--- config.mk ---
export PLATFORM = sky130hd
export DESIGN_NAME = cpu_top
export DESIGN_NICKNAME = d
export VERILOG_FILES = /design/src/verilog/cpu_pkg.sv /design/src/verilog/cpu_top.sv /design/src/verilog/register_file.sv /design/src/verilog/control_unit.sv /design/src/verilog/bus_sequencer.sv /design/src/verilog/alu.sv
export VERILOG_INCLUDE_DIRS = /design/src /design/src/verilog
export SDC_FILE = /design/constraint.sdc
export NUM_CORES = 1
export LEC_CHECK = 0
export BUFFER_PORTS_ARGS = -buffer_cell sky130_fd_sc_hd__buf_2
export CORE_ASPECT_RATIO = 1.5
export CORE_UTILIZATION = 55
export CTS_CLUSTER_SIZE = 12
export DETAILED_ROUTE_END_ITERATION = 12
export HOLD_SLACK_MARGIN = 0.15
export PLACE_DENSITY = 0.72
export SLEW_MARGIN = 20
export SYNTH_ARGS = -nofsm -noshare
export SYNTH_HDL_FRONTEND = slang
export SYNTH_SLANG_ARGS = --single-unit
--- constraint.sdc ---
create_clock -name clk -period 7.35 [get_ports clk]
set_clock_uncertainty 0.15 [all_clocks]
set_input_delay 0.735 -clock clk [delete_from_list [all_inputs] [get_ports clk]]
set_output_delay 0.735 -clock clk [all_outputs]
set_load 0.1 [all_outputs]
--- src/verilog/cpu_config.svh ---
`ifndef CPU_CONFIG_SVH
`define CPU_CONFIG_SVH

// Bus widths
`define CPU_ADR_W 16
`define CPU_DATA_W 8

// Every bus access is one machine cycle of this many clocks
`define CPU_MCYCLE_CLOCKS 4

// Address of the first opcode fetch after reset
`define CPU_RESET_PC 16'h0000

// Flag bit positions inside F[7:4]
`define CPU_FLAG_Z 7
`define CPU_FLAG_N 6
`define CPU_FLAG_H 5
`define CPU_FLAG_C 4

`endif
--- src/verilog/cpu_pkg.sv ---
`default_nettype none

package cpu_pkg;

	// Kind of the current machine cycle
	typedef enum logic [2:0] {
		mc_fetch,   // Opcode read at PC
		mc_imm_lo,  // First operand byte at PC
		mc_imm_hi,  // Second operand byte, JP only
		mc_mem_rd,  // Read at HL
		mc_mem_wr,  // Write at HL
		mc_jump,    // Internal cycle that loads PC
		mc_halted   // Bus quiet until reset
	} mcycle_t;

	typedef enum logic [1:0] {
		bus_idle,
		bus_read,
		bus_write
	} bus_op_t;

	// First eight follow opcode bits [5:3] of the ALU group
	typedef enum logic [3:0] {
		alu_add, alu_adc, alu_sub, alu_sbc,
		alu_and, alu_xor, alu_or, alu_cp,
		alu_inc, alu_dec,
		alu_pass  // Operand b straight through, for loads
	} alu_op_t;

	// Same order as the 3-bit register fields of the opcodes
	typedef enum logic [2:0] {
		reg_b, reg_c, reg_d, reg_e,
		reg_h, reg_l,
		reg_hl_mem,  // Memory at HL, not a register
		reg_a
	} reg_sel_t;

endpackage

`default_nettype wire

--- src/verilog/cpu_top.sv ---
`default_nettype none
`include "cpu_config.svh"

module cpu_top (
	input  logic                   clk,
	input  logic                   reset,
	output logic [`CPU_ADR_W-1:0]  adr,
	input  logic [`CPU_DATA_W-1:0] din,
	output logic [`CPU_DATA_W-1:0] dout,
	output logic                   read,
	output logic                   write
);
	// Sequencer side
	cpu_pkg::bus_op_t              bus_op;
	logic [`CPU_ADR_W-1:0]         bus_adr;
	logic [`CPU_DATA_W-1:0]        bus_wdata;
	logic                          mcycle_end;
	logic [`CPU_DATA_W-1:0]        rdata;
	// Register file side
	cpu_pkg::reg_sel_t             src_sel;
	cpu_pkg::reg_sel_t             dst_sel;
	logic [`CPU_DATA_W-1:0]        src_data;
	logic [`CPU_DATA_W-1:0]        dst_data;
	logic [`CPU_DATA_W-1:0]        acc;
	logic [`CPU_ADR_W-1:0]         hl;
	logic [`CPU_FLAG_Z:`CPU_FLAG_C] flags;
	logic                          wr_en;
	logic [`CPU_DATA_W-1:0]        wr_data;
	logic                          flags_en;
	logic [`CPU_FLAG_Z:`CPU_FLAG_C] flags_in;
	// ALU side
	cpu_pkg::alu_op_t              alu_op;
	logic [`CPU_DATA_W-1:0]        alu_b;
	logic [`CPU_DATA_W-1:0]        result;
	logic [`CPU_FLAG_Z:`CPU_FLAG_C] flags_out;

	bus_sequencer i_seq (
		.clk        (clk),
		.reset      (reset),
		.bus_op     (bus_op),
		.bus_adr    (bus_adr),
		.bus_wdata  (bus_wdata),
		.din        (din),
		.adr        (adr),
		.dout       (dout),
		.read       (read),
		.write      (write),
		.phase      (),  // Control unit steps on mcycle_end alone
		.mcycle_end (mcycle_end),
		.rdata      (rdata)
	);

	// Port names match the nets above
	control_unit i_ctrl (.*);

	register_file i_regs (.*);

	// A is always the left operand
	alu i_alu (
		.op        (alu_op),
		.a         (acc),
		.b         (alu_b),
		.carry_in  (flags[`CPU_FLAG_C]),  // ADC, SBC, and kept C for INC/DEC
		.result    (result),
		.flags_out (flags_out)
	);

endmodule

`default_nettype wire

--- src/verilog/register_file.sv ---
`default_nettype none
`include "cpu_config.svh"

module register_file (
	input  logic                           clk,
	input  logic                           reset,
	input  cpu_pkg::reg_sel_t              src_sel,
	input  cpu_pkg::reg_sel_t              dst_sel,
	input  logic                           wr_en,
	input  logic [`CPU_DATA_W-1:0]         wr_data,
	input  logic                           flags_en,
	input  logic [`CPU_FLAG_Z:`CPU_FLAG_C] flags_in,
	output logic [`CPU_DATA_W-1:0]         src_data,
	output logic [`CPU_DATA_W-1:0]         dst_data,
	output logic [`CPU_DATA_W-1:0]         acc,
	output logic [`CPU_ADR_W-1:0]          hl,
	output logic [`CPU_FLAG_Z:`CPU_FLAG_C] flags
);
	logic [`CPU_DATA_W-1:0] regs [7];  // B C D E H L A

	// Selector to array slot, A moves down into the HL hole
	function automatic logic [2:0] slot(input cpu_pkg::reg_sel_t sel);
		slot = (sel == cpu_pkg::reg_a) ? 3'd6 : 3'(sel);
	endfunction

	// (HL) reads as zero here, its data comes over the bus
	assign src_data = (src_sel == cpu_pkg::reg_hl_mem) ? '0 : regs[slot(src_sel)];
	assign dst_data = (dst_sel == cpu_pkg::reg_hl_mem) ? '0 : regs[slot(dst_sel)];

	assign acc = regs[6];
	assign hl  = {regs[4], regs[5]};  // H high, L low

	always_ff @(posedge clk)
	begin
		if (reset)
		begin
			for (int i = 0; i < 7; i++)
				regs[i] <= '0;
			flags <= '0;
		end
		else
		begin
			if (wr_en && dst_sel != cpu_pkg::reg_hl_mem)
				regs[slot(dst_sel)] <= wr_data;
			if (flags_en)
				flags <= flags_in;  // All four at once
		end
	end

endmodule

`default_nettype wire

--- src/verilog/control_unit.sv ---
`default_nettype none
`include "cpu_config.svh"

module control_unit (
	input  logic                           clk,
	input  logic                           reset,
	input  logic                           mcycle_end,
	input  logic [`CPU_DATA_W-1:0]         rdata,
	output cpu_pkg::bus_op_t               bus_op,
	output logic [`CPU_ADR_W-1:0]          bus_adr,
	output logic [`CPU_DATA_W-1:0]         bus_wdata,
	output cpu_pkg::reg_sel_t              src_sel,
	output cpu_pkg::reg_sel_t              dst_sel,
	input  logic [`CPU_DATA_W-1:0]         src_data,
	input  logic [`CPU_DATA_W-1:0]         dst_data,
	input  logic [`CPU_ADR_W-1:0]          hl,
	input  logic [`CPU_FLAG_Z:`CPU_FLAG_C] flags,
	output cpu_pkg::alu_op_t               alu_op,
	output logic [`CPU_DATA_W-1:0]         alu_b,
	input  logic [`CPU_DATA_W-1:0]         result,
	input  logic [`CPU_FLAG_Z:`CPU_FLAG_C] flags_out,
	output logic                           wr_en,
	output logic [`CPU_DATA_W-1:0]         wr_data,
	output logic                           flags_en,
	output logic [`CPU_FLAG_Z:`CPU_FLAG_C] flags_in
);
	cpu_pkg::mcycle_t       mcycle;
	cpu_pkg::mcycle_t       mc_next;
	logic [`CPU_ADR_W-1:0]  pc;
	logic [`CPU_DATA_W-1:0] opcode;  // Held for the later cycles
	logic [`CPU_DATA_W-1:0] imm_lo;
	logic [`CPU_DATA_W-1:0] imm_hi;
	logic [`CPU_DATA_W-1:0] op;      // Opcode being decoded
	logic                   is_ld;
	logic                   is_ld_imm;
	logic                   is_alu_reg;
	logic                   is_alu_imm;
	logic                   is_incdec;
	logic                   is_jp;
	logic                   is_jr;
	logic                   is_halt;
	logic                   jr_take;
	logic                   exec;    // Last cycle of an instruction that may write back

	// During fetch the opcode is still on rdata
	assign op = (mcycle == cpu_pkg::mc_fetch) ? rdata : opcode;

	// Anything outside these groups runs as NOP
	assign is_halt    = (op == 8'h76);
	assign is_ld      = (op[7:6] == 2'b01) && !is_halt;
	assign is_ld_imm  = (op[7:6] == 2'b00) && (op[2:0] == 3'd6) && (op[5:3] != 3'd6);
	assign is_alu_reg = (op[7:6] == 2'b10);
	assign is_alu_imm = (op[7:6] == 2'b11) && (op[2:0] == 3'd6);
	assign is_incdec  = (op[7:6] == 2'b00) && (op[2:1] == 2'b10) && (op[5:3] != 3'd6);
	assign is_jp      = (op == 8'hc3);
	assign is_jr      = (op == 8'h18) || ((op[7:5] == 3'b001) && (op[2:0] == 3'b000));

	// Bit 4 picks C or Z, bit 3 the wanted level
	assign jr_take = (op == 8'h18) || (flags[op[4] ? `CPU_FLAG_C : `CPU_FLAG_Z] == op[3]);

	assign src_sel = cpu_pkg::reg_sel_t'(op[2:0]);
	assign dst_sel = (is_alu_reg || is_alu_imm) ? cpu_pkg::reg_a : cpu_pkg::reg_sel_t'(op[5:3]);

	// Operand from a register in fetch, else from the bus byte
	assign alu_b = (mcycle != cpu_pkg::mc_fetch) ? rdata :
		(is_incdec ? dst_data : src_data);
	assign alu_op = is_incdec ? (op[0] ? cpu_pkg::alu_dec : cpu_pkg::alu_inc) :
		(is_alu_reg || is_alu_imm) ? cpu_pkg::alu_op_t'({1'b0, op[5:3]}) : cpu_pkg::alu_pass;

	// CP updates flags only
	assign wr_en    = mcycle_end && exec && (is_ld || is_ld_imm || is_incdec ||
		((is_alu_reg || is_alu_imm) && op[5:3] != 3'd7));
	assign flags_en = mcycle_end && exec && (is_alu_reg || is_alu_imm || is_incdec);
	assign wr_data  = result;
	assign flags_in = flags_out;

	assign bus_wdata = src_data;  // Only LD (HL),r stores

	always_comb
	begin
		bus_op  = cpu_pkg::bus_idle;
		bus_adr = pc;
		case (mcycle)
		cpu_pkg::mc_fetch,
		cpu_pkg::mc_imm_lo,
		cpu_pkg::mc_imm_hi:
			bus_op = cpu_pkg::bus_read;  // Stream bytes at PC
		cpu_pkg::mc_mem_rd:
		begin
			bus_op  = cpu_pkg::bus_read;
			bus_adr = hl;
		end
		cpu_pkg::mc_mem_wr:
		begin
			bus_op  = cpu_pkg::bus_write;
			bus_adr = hl;
		end
		default:
			bus_op = cpu_pkg::bus_idle;  // Jump and halt keep the bus quiet
		endcase
	end

	// Next machine cycle
	always_comb
	begin
		mc_next = cpu_pkg::mc_fetch;
		exec    = 1'b0;
		case (mcycle)
		cpu_pkg::mc_fetch:
			if (is_halt)
				mc_next = cpu_pkg::mc_halted;
			else if (is_ld_imm || is_alu_imm || is_jp || is_jr)
				mc_next = cpu_pkg::mc_imm_lo;
			else if ((is_ld || is_alu_reg) && op[2:0] == 3'd6)
				mc_next = cpu_pkg::mc_mem_rd;
			else if (is_ld && op[5:3] == 3'd6)
				mc_next = cpu_pkg::mc_mem_wr;
			else
				exec = 1'b1;  // Single-cycle ops
		cpu_pkg::mc_imm_lo:
			if (is_jp)
				mc_next = cpu_pkg::mc_imm_hi;
			else if (is_jr)
				mc_next = jr_take ? cpu_pkg::mc_jump : cpu_pkg::mc_fetch;
			else
				exec = 1'b1;
		cpu_pkg::mc_imm_hi:
			mc_next = cpu_pkg::mc_jump;
		cpu_pkg::mc_mem_rd:
			exec = 1'b1;
		cpu_pkg::mc_halted:
			mc_next = cpu_pkg::mc_halted;  // Left only through reset
		default:
			exec = 1'b0;
		endcase
	end

	always_ff @(posedge clk)
	begin
		if (reset)
		begin
			mcycle <= cpu_pkg::mc_fetch;
			pc     <= `CPU_RESET_PC;
		end
		else if (mcycle_end)
		begin
			mcycle <= mc_next;
			case (mcycle)
			cpu_pkg::mc_fetch,
			cpu_pkg::mc_imm_lo,
			cpu_pkg::mc_imm_hi:
				pc <= pc + 16'd1;  // Past each fetched byte
			cpu_pkg::mc_jump:
				// JR offset is relative to the next instruction
				pc <= is_jp ? {imm_hi, imm_lo} : pc + {{8{imm_lo[7]}}, imm_lo};
			default:
				pc <= pc;
			endcase
		end
	end

	// Fetched bytes
	always_ff @(posedge clk)
	begin
		if (mcycle_end)
		begin
			case (mcycle)
			cpu_pkg::mc_fetch:  opcode <= rdata;
			cpu_pkg::mc_imm_lo: imm_lo <= rdata;
			cpu_pkg::mc_imm_hi: imm_hi <= rdata;
			default:            opcode <= opcode;
			endcase
		end
	end

endmodule

`default_nettype wire

--- src/verilog/bus_sequencer.sv ---
`default_nettype none
`include "cpu_config.svh"

module bus_sequencer (
	input  logic                   clk,
	input  logic                   reset,
	input  cpu_pkg::bus_op_t       bus_op,
	input  logic [`CPU_ADR_W-1:0]  bus_adr,
	input  logic [`CPU_DATA_W-1:0] bus_wdata,
	input  logic [`CPU_DATA_W-1:0] din,
	output logic [`CPU_ADR_W-1:0]  adr,
	output logic [`CPU_DATA_W-1:0] dout,
	output logic                   read,
	output logic                   write,
	output logic [1:0]             phase,
	output logic                   mcycle_end,
	output logic [`CPU_DATA_W-1:0] rdata
);
	cpu_pkg::bus_op_t req;     // Request held for the rest of the cycle
	logic             strobe;  // Phases 1 and 2

	// Last clock of the machine cycle
	assign mcycle_end = (phase == 2'(`CPU_MCYCLE_CLOCKS - 1));
	assign strobe     = (phase == 2'd1) || (phase == 2'd2);

	// Strobes never overlap since req holds one kind only
	assign read  = strobe && (req == cpu_pkg::bus_read);
	assign write = strobe && (req == cpu_pkg::bus_write);

	always_ff @(posedge clk)
	begin
		if (reset)
		begin
			phase <= 2'd0;
			req   <= cpu_pkg::bus_idle;
		end
		else
		begin
			phase <= mcycle_end ? 2'd0 : phase + 2'd1;  // Keeps running when idle
			if (phase == 2'd0)
				req <= bus_op;  // Control unit request sampled here
		end
	end

	// Address and write data stay put from phase 1 to cycle end
	always_ff @(posedge clk)
	begin
		if (phase == 2'd0)
		begin
			adr  <= bus_adr;
			dout <= bus_wdata;
		end
		if (phase == 2'd2 && req == cpu_pkg::bus_read)
			rdata <= din;  // Valid from phase 3 on
	end

endmodule

`default_nettype wire

--- src/verilog/alu.sv ---
`default_nettype none
`include "cpu_config.svh"

module alu (
	input  cpu_pkg::alu_op_t               op,
	input  logic [`CPU_DATA_W-1:0]         a,
	input  logic [`CPU_DATA_W-1:0]         b,
	input  logic                           carry_in,
	output logic [`CPU_DATA_W-1:0]         result,
	output logic [`CPU_FLAG_Z:`CPU_FLAG_C] flags_out
);
	logic [`CPU_DATA_W:0] wide;  // Bit 8 is carry or borrow out of bit 7
	logic [4:0]           low;   // Bit 4 is carry or borrow out of bit 3
	logic                 cin;

	// Old carry only enters ADC and SBC
	assign cin = carry_in && (op == cpu_pkg::alu_adc || op == cpu_pkg::alu_sbc);

	always_comb
	begin
		wide = '0;
		low  = '0;
		case (op)
		cpu_pkg::alu_add,
		cpu_pkg::alu_adc:
		begin
			wide = {1'b0, a} + {1'b0, b} + {8'd0, cin};
			low  = {1'b0, a[3:0]} + {1'b0, b[3:0]} + {4'd0, cin};
		end
		cpu_pkg::alu_sub,
		cpu_pkg::alu_sbc,
		cpu_pkg::alu_cp:
		begin
			wide = {1'b0, a} - {1'b0, b} - {8'd0, cin};
			low  = {1'b0, a[3:0]} - {1'b0, b[3:0]} - {4'd0, cin};
		end
		cpu_pkg::alu_and:
		begin
			wide = {1'b0, a & b};
			low  = 5'h10;  // H always set
		end
		cpu_pkg::alu_xor: wide = {1'b0, a ^ b};
		cpu_pkg::alu_or:  wide = {1'b0, a | b};
		cpu_pkg::alu_inc:
		begin
			wide = {1'b0, b} + 9'd1;
			low  = {1'b0, b[3:0]} + 5'd1;
		end
		cpu_pkg::alu_dec:
		begin
			wide = {1'b0, b} - 9'd1;
			low  = {1'b0, b[3:0]} - 5'd1;
		end
		default:
			wide = {1'b0, b};  // Pass for loads
		endcase
	end

	assign result = wide[`CPU_DATA_W-1:0];

	assign flags_out[`CPU_FLAG_Z] = (result == '0);
	assign flags_out[`CPU_FLAG_N] = op inside {cpu_pkg::alu_sub, cpu_pkg::alu_sbc,
		cpu_pkg::alu_cp, cpu_pkg::alu_dec};
	assign flags_out[`CPU_FLAG_H] = low[4];
	// INC and DEC leave C alone
	assign flags_out[`CPU_FLAG_C] = (op == cpu_pkg::alu_inc || op == cpu_pkg::alu_dec) ?
		carry_in : wide[`CPU_DATA_W];

endmodule

`default_nettype wire

## Word level (Yosys, flattened, before mapping)

Memory sizes are Yosys's and may differ from the RTL's.
Index checks and enable logic that the tools add are counted.

| storage, ports and cells | value |
|---|---|
| flip-flop bits (word level) | 83 |
| latch bits | 0 |
| RAM bits | 56 |
| ROM bits | 0 |
| bits of input ports | 10 |
| word-level logic and storage cells | 167 |
| memories | 1 |

Memories:

| memory | depth | bits a word | rd ports | clocked after Yosys merged registers in | wr ports | RTL line | text |
|---|---|---|---|---|---|---|---|
| i_regs.regs | 7 | 8 | 5 | 0 | 7 | register_file.sv:19 | `` logic [`CPU_DATA_W-1:0] regs [7]; `` |

| cells by class | value |
|---|---|
| add/sub/neg operators | 15 |
| $mul | 0 |
| div/mod/pow operators | 0 |
| order comparisons | 1 |
| equal/unequal tests | 37 |
| shifts and indexed selects | 0 |
| multiplexer cells | 44 |
| bitwise operators | 4 |
| reductions and logical operators | 53 |

Operator list:

| kind | count |
|---|---|
| 9-bit one-hot mux with 7 select lines | 1 |
| 8-bit two-way mux | 6 |
| 3-bit two-way mux | 11 |
| 32-bit by 5-bit < comparator with 1-bit output (second input constant) | 1 |
| 16-bit two-way mux | 2 |
| 16-bit one-hot mux with 2 select lines | 1 |
| 5-bit one-hot mux with 5 select lines | 1 |
| 3-bit == test (second input constant) | 8 |
| 1-bit logical AND | 18 |
| 16-bit by 1-bit adder with 16-bit output (second input constant) | 1 |
| 16-bit adder | 1 |
| 4-bit by 3-bit == test with 1-bit output (second input constant) | 4 |
| 1-bit two-way mux | 15 |
| 1-bit logical OR | 14 |
| 2-bit == test (second input constant) | 6 |
| 3-bit one-hot mux with 4 select lines | 1 |
| 8-bit by 1-bit adder with 9-bit output (second input constant) | 1 |
| 8-bit by 8-bit adder with 9-bit output | 1 |
| 9-bit by 1-bit adder with 9-bit output | 1 |
| 3-bit inequality test (second input constant) | 3 |
| 8-bit by 1-bit subtractor with 9-bit output (second input constant) | 1 |
| 8-bit by 8-bit subtractor with 9-bit output | 1 |
| 9-bit by 1-bit subtractor with 9-bit output | 1 |
| 8-bit AND | 1 |
| 38 further kinds | 53 |

## Depth between registers and ports, before layout

Gate-level depths: netlist (run 1).

| logic depth | value |
|---|---|
| depth after elaboration | 19 |
| gate-level depth with buffers | 26 |

## Cells and area by module

From an unflattened synthesis (run 1), not the netlist that was laid out.

| second synthesis, totals | value |
|---|---|
| cells, all modules | 1054 |
| area total of the unflattened synthesis | 10169.8 um^2 |

Modules (own cells, without submodules):

| module | times used | cells each | area each (um^2) | seq. area each (um^2) |
|---|---|---|---|---|
| control_unit | 1 | 474 | 3921.3 | 1101.1 |
| register_file | 1 | 274 | 3200.6 | 1681.6 |
| alu | 1 | 256 | 1895.6 | 0.0 |
| bus_sequencer | 1 | 50 | 1152.4 | 1041.0 |

## Worst setup path after synthesis (run 1)

OpenSTA, ideal clock, no wires.

| path | value |
|---|---|
| kind | register to register |
| start point | register i_ctrl.mcycle[0] |
| end point | memory i_regs.regs[3][7] in the netlist's numbering (data pin) |
| library setup time | 0.255 ns |
| arrival | 4.856 ns |
| slack | 2.089 ns |
| stages on the path, launching flop included | 24 |
| clock period less this slack | 5.261 ns |
| cells stage by stage | dfxtp_1 or3_1 buf_2 buf_6 buf_2 o21a_1 o211ai_1 clkbuf_1 o21ai_0 mux2i_1 inv_1 fa_1 inv_1 ha_1 o21ai_0 nand3b_1 a21o_1 a21o_1 a31oi_1 xor2_1 o2111ai_1 a21oi_1 a21oi_1 and2_1 |

RTL lines:

| what | RTL line | text |
|---|---|---|
| start, declared | control_unit.sv:27 | `cpu_pkg::mcycle_t mcycle;` |
| start signal, assigned | control_unit.sv:142 | `mcycle <= cpu_pkg::mc_fetch;` |
| start signal, assigned | control_unit.sv:147 | `mcycle <= mc_next;` |
| end, declared | register_file.sv:19 |  |

## Worst setup path after layout (run 1)

| path | value |
|---|---|
| start point | register i_ctrl.mcycle[0] |
| end point | register i_regs.flags[7] in the netlist's numbering |

| between the ends | value |
|---|---|
| cells in the longest elaborated chain, start to end | 16 |

RTL lines:

| what | RTL line | text |
|---|---|---|
| 3-bit zero test | control_unit.sv:46, control_unit.sv:108 |  |
| 8-bit two-way mux | control_unit.sv:46 | `assign op = (mcycle == cpu_pkg::mc_fetch) ? rdata : opcode;` |
| 3-bit == test / 2-bit == test (equally long branches) | n/a |  |
| 1-bit logical AND | control_unit.sv:53 | `assign is_alu_imm = (op[7:6] == 2'b11) && (op[2:0] == 3'd6);` |
| 1-bit logical OR | control_unit.sv:62, control_unit.sv:68, control_unit.sv:73 |  |
| 3-bit two-way mux | control_unit.sv:62 | `assign dst_sel = (is_alu_reg \|\| is_alu_imm) ? cpu_pkg::reg_a : cpu_pkg::reg_sel_t'(op[5:3]);` |
| 3-bit == test | register_file.sv:23 | `slot = (sel == cpu_pkg::reg_a) ? 3'd6 : 3'(sel);` |
| 3-bit two-way mux | register_file.sv:23 |  |
| memory 7 x 8 bit | n/a |  |
| 8-bit two-way mux | register_file.sv:28 | `assign dst_data = (dst_sel == cpu_pkg::reg_hl_mem) ? '0 : regs[slot(dst_sel)];` |
| 8-bit two-way mux | control_unit.sv:66 | `(is_incdec ? dst_data : src_data);` |
| 8-bit two-way mux | control_unit.sv:65 | `assign alu_b = (mcycle != cpu_pkg::mc_fetch) ? rdata :` |
| 8-bit by 8-bit subtractor with 9-bit output / 8-bit by 8-bit adder with 9-bit output (equally long branches) | alu.sv:34, alu.sv:27 |  |
| 9-bit by 1-bit subtractor with 9-bit output / 9-bit by 1-bit adder with 9-bit output (equally long branches) | alu.sv:34, alu.sv:27 |  |
| 9-bit one-hot mux with 7 select lines | alu.sv:23 | `case (op)` |
| 8-bit zero test | alu.sv:61 | `` assign flags_out[`CPU_FLAG_Z] = (result == '0); `` |
| end signal, assigned | register_file.sv:46 | `flags <= flags_in;` |
| end, declared | register_file.sv:17 | `` output logic [`CPU_FLAG_Z:`CPU_FLAG_C] flags `` |

Several ways; a longest one is shown, not always the timed one.
A chain may end at the register's enable or synchronous reset.

==> impl_metrics.csv, run 1 <==
group,metric,value,unit
drt,drtPass1Iterations,6,
clock_network,cts_hold_buf,0,
global_route,gr-usage-met2,59.9,%
power_and_ir_drop,ir_worst_vdd,0.188,mV
timing,finalHoldViolations,0,
timing,fin_setup_tns,0,ns
timing,layout_worst_path_cycle_share,94.9,%
floorplanning,core.rowCount,59,
layout,layout-drive-gt1-share,12.9,%
setup_path,required,7.54,ns
synth,synthArstFlopShare,0,%
global_route,use_met3,5.28,%
synth,synthDistinctLibCells,83,
synth,synthFlopType,"edfxtp_1",
setup_path,r2r-start,"i_ctrl.mcycle[0]",
clock_network,post_cts_buffers,0,
outcome,outcome,"completed",
power_and_ir_drop,p_leak,4.35,nW
placed_design,place_area,0.0101,mm²
drt,drtIter0Drc,947,
drt,vias_per_cell,6.65,
global_route,grt_pass1_wl,47300,µm
setup_path,r2r-end,"i_regs.flags[7]",
layout,multi_input_area,0.00545,mm²
layout,final_area,0.0107,mm²
global_route,busiest_layer,"met2",
timing,setup_viol,0,
synth,synth_edf_count,107,
floorplanning,die_w,111,µm
timing,rsz0062_at_grt,"no",
layout,syn2layout_area_growth,10.1,%
synth,yosysWarnings,0,
synth,synth.area.top_cells,"edfxtp_1, ha_1, dfxtp_1",
synth,netlist_area,0.00973,mm²
power_and_ir_drop,powerDensity,239,mW/mm²
global_route,globalRouteOverflowTotal,0,
timing,fin_crit,6.97,ns
global_route,grt_max_degree,46,
drt,wl,30600,µm
hold_path,whs_endpoint,"i_seq.phase[0]",
synth,synth_area_per_cell,9.21,µm²
floorplanning,coreArea,0.0173,mm²
layout,fin_nets,1151,
synth,syn_inst,1056,
timing,final-max-slew-violation-count,0,
clock_network,cts-root-buf,"clkbuf_16",
timing,relSlewSlack,34.6,%
synth,synth.ff_latch_count,140,
drt,drc,0,
drt,ant_nets,0,
hold_path,hold_path.class,"flip-flop to flip-flop",
clock_network,insertion_delay,0.42,ns
clock_network,clock_sinks,140,
global_route,antenna_found_initial,1,
clock_network,path_clk_slew,0.07,ns
timing,max_freq,143,MHz
hold_path,holdPathStages,1,
drt,wire_per_inst,23.4,µm
synth,yosysTopAreaCell,"edfxtp_1",
clock_network,clock_tree.buffer_depth,2,
placed_design,routabilityCongestion,0.999,
floorplanning,die_y,165,µm
placed_design,portBuffers,35,
setup_path,r2r_cells,20,
clock_network,cts_resized,0,
global_route,grt_pass1_vias,8452,
setup_path,cp_max_fo,17,
layout,antenna_cells,0,
synth,synth_top_area_share,33.0,%
global_route,met1_usage,37.4,%
global_route,gr-usage-all-layers,34.2,%
setup_path,start_kind,"flip-flop",
placed_design,dpl.hpwl,23200,µm
clock_network,cts_tree,"built",
setup_path,r2r_setup_slack,0.38,ns
floorplanning,start_util,56.1,%
hold_path,worstHoldStart,"i_seq.phase[0]",
synth,seq_area_frac_synth,39.8,%
setup_path,endpoint_kind,"flip-flop",
layout,seqCellArea,0.00387,mm²
clock_network,htreeDepth,4,
timing,worst_pin_slew,0.968,ns
drt,vias,8682,
setup_path,worstPathArrival,7.16,ns
floorplanning,io_pins,36,
job,drv_cap,0,
setup_path,crit_type,"flip-flop to flip-flop",
clock_network,cts_buffers,17,
layout,fillers,1464,
floorplanning,die-area,0.0182,mm²
==> where the power goes <==
part	switching (W)	leakage (nW)	total (W)	internal, W
Clock	0.000359	0.275	0.000839	0.000480
Sequential	0.0000309	1.33	0.000930	0.000899
Combinational	0.000558	2.75	0.000787	0.000229
==> flip-flops by register name, summed over array words and instances (netlist names) <==
register and cells:
i_regs.regs 59, i_ctrl.pc 16, i_seq.adr 16, i_ctrl.imm_hi 8, i_ctrl.imm_lo 8, i_ctrl.opcode 8
i_seq.dout 8, i_seq.rdata 8, i_ctrl.mcycle 3, i_regs.flags 2, i_seq.phase 2, i_seq.req 2
==> routing by layer <==
layer  part of all wire, %  up-vias
met1                    36     4115
met5                     0        -
met3                   6.6      142
met2                    50      477
li1                      -     3948
met4                   7.7        0
==> cell usage after synthesis, drive strengths merged (14+ instances only) <==
cell / instances
a221oi: 14
mux2i: 31
mux2: 25
inv: 51
a31oi: 16
clkbuf: 44
nor3: 26
nor2: 74
ha: 56
edfxtp: 107
a21o: 16
xor2: 15
o31ai: 14
nand3: 24
dfxtp: 33
and3: 26
nand2: 143
and2: 17
a21oi: 66
o21ai: 61
==> kinds of logic after synthesis <==
group	count (synthesis)	synth area share [%]
fa+ha+maj	62	8.44
mux	57	6.65
compound gates	283	19.5
xor+xnor	27	2.43
other cells	1	0.0385
buf+inv	107	4.41
flops	140	39.8
simple gates	379	18.7
==> through the flow <==
stage | setup WS [ns] | hold WS [ns] | total power, W | cells | util (%)
detailed placement | 0.778 | 0.299 | 0.00171 | 1273 | 58.4
global route | 0.192 | 0.323 | 0.00264 | 1305 | 61.7
CTS | 0.734 | 0.308 | 0.00254 | 1305 | 61.7
global placement | 0.762 | 0.290 | 0.00171 | 1273 | 58.4
floorplan | 2.09 | 0.277 | 0.00152 | 1058 | -
finish | 0.378 | 0.303 | 0.00256 | 1305 | 61.7
==> final cells by class <==
type,count,area share [%]
clock inverters,12,0.900
repair buffers,58,3.25
flip-flops and latches,140,36.2
well taps,213,2.49
inverters,51,1.79
multi-input cells,811,50.9
clock buffers,20,4.47
==> worst max-delay path: stages, from the launching register on <==
cell and delay, ns:
dfxtp_1 0.62, or3_1 0.61, mux2_2 0.36, a21o_1 0.53, nand2_1 0.54, nand2_1 0.18
and3_1 0.16, a311oi_1 0.05, a31oi_1 0.60, nand2_1 0.17, a31o_2 0.33, fa_1 0.43
a21o_1 0.17, a21oi_1 0.26, xnor2_1 0.15, a21oi_1 0.11, a221o_1 0.27, a21oi_1 0.31
nand3b_1 0.15, or4_1 0.51, o31ai_2 0.19
==> layout by cell type (no fill, tap or decap), types with 16 or more instances in the layout <==
master,synthesis,routed
clkbuf_16,0,19
a21o_1,16,16
buf_2,7,35
mux2_2,23,23
o21ai_0,58,58
and3_1,26,26
mux2i_1,28,28
inv_1,49,49
a21oi_1,66,66
dfxtp_1,33,33
nor3_1,25,24
a31oi_1,16,16
nand2_1,143,143
buf_4,1,23
nor2_1,74,74
edfxtp_1,107,107
nand3_1,23,23
and2_1,17,17
ha_1,56,56
==> how the worst max path moves through the flow <==
stage                     startpoint                 to
finish              i_ctrl.mcycle[0]    i_regs.flags[7]
global route        i_ctrl.mcycle[0]    i_regs.flags[7]
CTS                 i_ctrl.mcycle[0]    i_regs.flags[7]
detailed placement  i_ctrl.mcycle[0]    i_regs.flags[7]
global placement    i_ctrl.mcycle[0]    i_regs.flags[7]
floorplan           i_ctrl.mcycle[0]  i_regs.regs[3][7]
No activity file was read; power rests on OpenSTA's default activity.
==> run 2, diff against run 1 <==
- CTS_BUF_LIST: not set -> sky130_fd_sc_hd__clkbuf_4
- SKIP_CTS_REPAIR_TIMING: not set -> 1
==> impl_metrics.csv, run 2 (synthesis results as in run 1) <==
group,metric,value,unit
timing,relSlewSlack,34.7,%
layout,fin_nets,1151,
clock_network,htreeDepth,4,
clock_network,insertion_delay,0.55,ns
layout,top_register,"i_regs.regs",
power_and_ir_drop,powerDensity,215,mW/mm²
setup_path,crit_family,"compound AO/OA/AOI/OAI gates",
global_route,grt_pass1_vias,8381,
hold_path,worstHoldStart,"din[3]",
floorplanning,coreArea,0.0173,mm²
clock_network,clock_sinks,140,
floorplanning,die_w,111,µm
global_route,grt_max_degree,46,
timing,worst_pin_slew,0.967,ns
layout,fillers,1491,
setup_path,worstPathCellList,"or3_1 > mux2_2 > a21o_1 > nand2_1 > nand2_1 > and3_1 > a311oi_1 > a31oi_1 > nand2_1 > a31o_2 > fa_1 > a21o_1 > a21oi_1 > xnor2_1 > a21oi_1 > a221o_1 > a21oi_1 > nand3b_1 > or4_1 > o31ai_2",
hold_path,holdPathStages,1,
layout,top_regs,"i_regs.regs (59), i_ctrl.pc (16), i_seq.adr (16)",
drt,drtPass1Iterations,6,
timing,final-max-slew-violation-count,0,
setup_path,r2r-start,"i_ctrl.mcycle[0]",
timing,layout_worst_path_cycle_share,94.9,%
floorplanning,die-area,0.0182,mm²
layout,final_cell_mix,"nand2_1, edfxtp_1, nor2_1",
setup_path,cp_max_fo,17,
clock_network,clock_tree.buffer_depth,2,
drt,drtIter0Drc,922,
timing,max_freq,143,MHz
layout,layout-drive-gt1-share,13.0,%
drt,wl,30500,µm
global_route,globalRouteOverflowTotal,0,
floorplanning,core.rowCount,59,
setup_path,critPathBufInv,0,
floorplanning,die_y,165,µm
clock_network,path_clk_slew,0.14,ns
floorplanning,start_util,56.1,%
power_and_ir_drop,p_leak,4.23,nW
drt,ant_nets,0,
drt,drc,0,
global_route,grt_pass1_wl,46900,µm
setup_path,endpoint_kind,"flip-flop",
drt,wire_per_inst,23.3,µm
setup_path,worstPathArrival,7.29,ns
hold_path,whs_endpoint,"i_seq.rdata[3]",
timing,fin_crit,6.97,ns
layout,largest_register_ffs,59,
global_route,antenna_found_initial,2,
setup_path,start_kind,"flip-flop",
setup_path,crit_type,"flip-flop to flip-flop",
clock_network,cts_buffers,17,
timing,setup_viol,0,
layout,final_common_cell,"nand2_1",
setup_path,worst_path_largest_cell_delay,0.64,ns
outcome,outcome,"completed",
hold_path,hold_path.class,"input pin to flip-flop",
clock_network,cts_tree,"built",
placed_design,routabilityCongestion,0.999,
layout,syn2layout_area_growth,7.32,%
placed_design,dpl.hpwl,23200,µm
drt,vias_per_cell,6.65,
setup_path,r2r-end,"i_regs.flags[7]",
clock_network,cts-root-buf,"clkbuf_4",
power_and_ir_drop,ir_worst_vdd,0.151,mV
setup_path,r2r_cells,20,
timing,fin_setup_tns,0,ns
timing,finalHoldViolations,0,
timing,rsz0062_at_grt,"no",
placed_design,portBuffers,35,
layout,utilization,60.2,%
setup_path,r2r_setup_slack,0.38,ns
global_route,gr-usage-all-layers,33.8,%
setup_path,required,7.67,ns
drt,vias,8719,
floorplanning,io_pins,36,
setup_path,slowest_stage,"dfxtp_1",
job,drv_cap,0,
==> run 2: changes by cell type in the layout (fill, tap and decap cells not counted), sizes merged <==
cell and delta:
bufinv +2, clkbuf -2, diode +6
==> run 2: cell type report <==
cell class	instances	area [µm²]	area share, %
Timing Repair Buffer	58	348	3.33
Antenna cell	6	15.0	0.144
Clock inverter	14	156	1.50
Clock buffer	18	135	1.29
Sequential cell	140	3870	37.1
Multi-Input combinational cell	811	5450	52.2
Tap cell	213	267	2.55
Inverter	51	191	1.83
==> run 2: how the worst max path moves through the flow <==
stage	startpoint	endpoint	slack, ns	depth (start not counted)
2_1_floorplan	i_ctrl.mcycle[0]	i_regs.regs[3][7]	2.09	23
3_3_place_gp	i_ctrl.mcycle[0]	i_regs.flags[7]	0.76	20
3_5_place_dp	i_ctrl.mcycle[0]	i_regs.flags[7]	0.78	20
4_1_cts	i_ctrl.mcycle[0]	i_regs.flags[7]	0.72	20
5_1_grt	i_ctrl.mcycle[0]	i_regs.flags[7]	0.23	20
6_report	i_ctrl.mcycle[0]	i_regs.flags[7]	0.38	20
==> run 2: routing by layer <==
layer / vias up / part of all wire [%] / track usage [%] / wire length [µm]
met2: 462 / 48 / 58.9 / 14800
met4: 0 / 8.8 / 25.5 / 2700
li1: 3955 / - / - / -
met1: 4118 / 36 / 36.8 / 11000
met3: 184 / 6.6 / 5.80 / 2020
met5: - / 0 / 0 / 0
==> run 2: power breakdown <==
group | internal, W | switching [W]
Combinational | 0.000229 | 0.000560
Sequential | 0.000898 | 0.0000307
Clock | 0.000213 | 0.000316
==> run 2: metrics by stage <==
stage | total power, W | hold slack (ns) | instance area [µm²] | cells | setup slack [ns]
3_5_place_dp | 0.00171 | 0.299 | 10100 | 1273 | 0.778
5_1_grt | 0.00233 | 0.177 | 10400 | 1310 | 0.231
4_1_cts | 0.00223 | 0.188 | 10400 | 1305 | 0.722
2_1_floorplan | 0.00152 | 0.277 | 9740 | 1058 | 2.09
6_report | 0.00225 | 0.202 | 10400 | 1311 | 0.377
3_3_place_gp | 0.00171 | 0.290 | 10100 | 1273 | 0.762
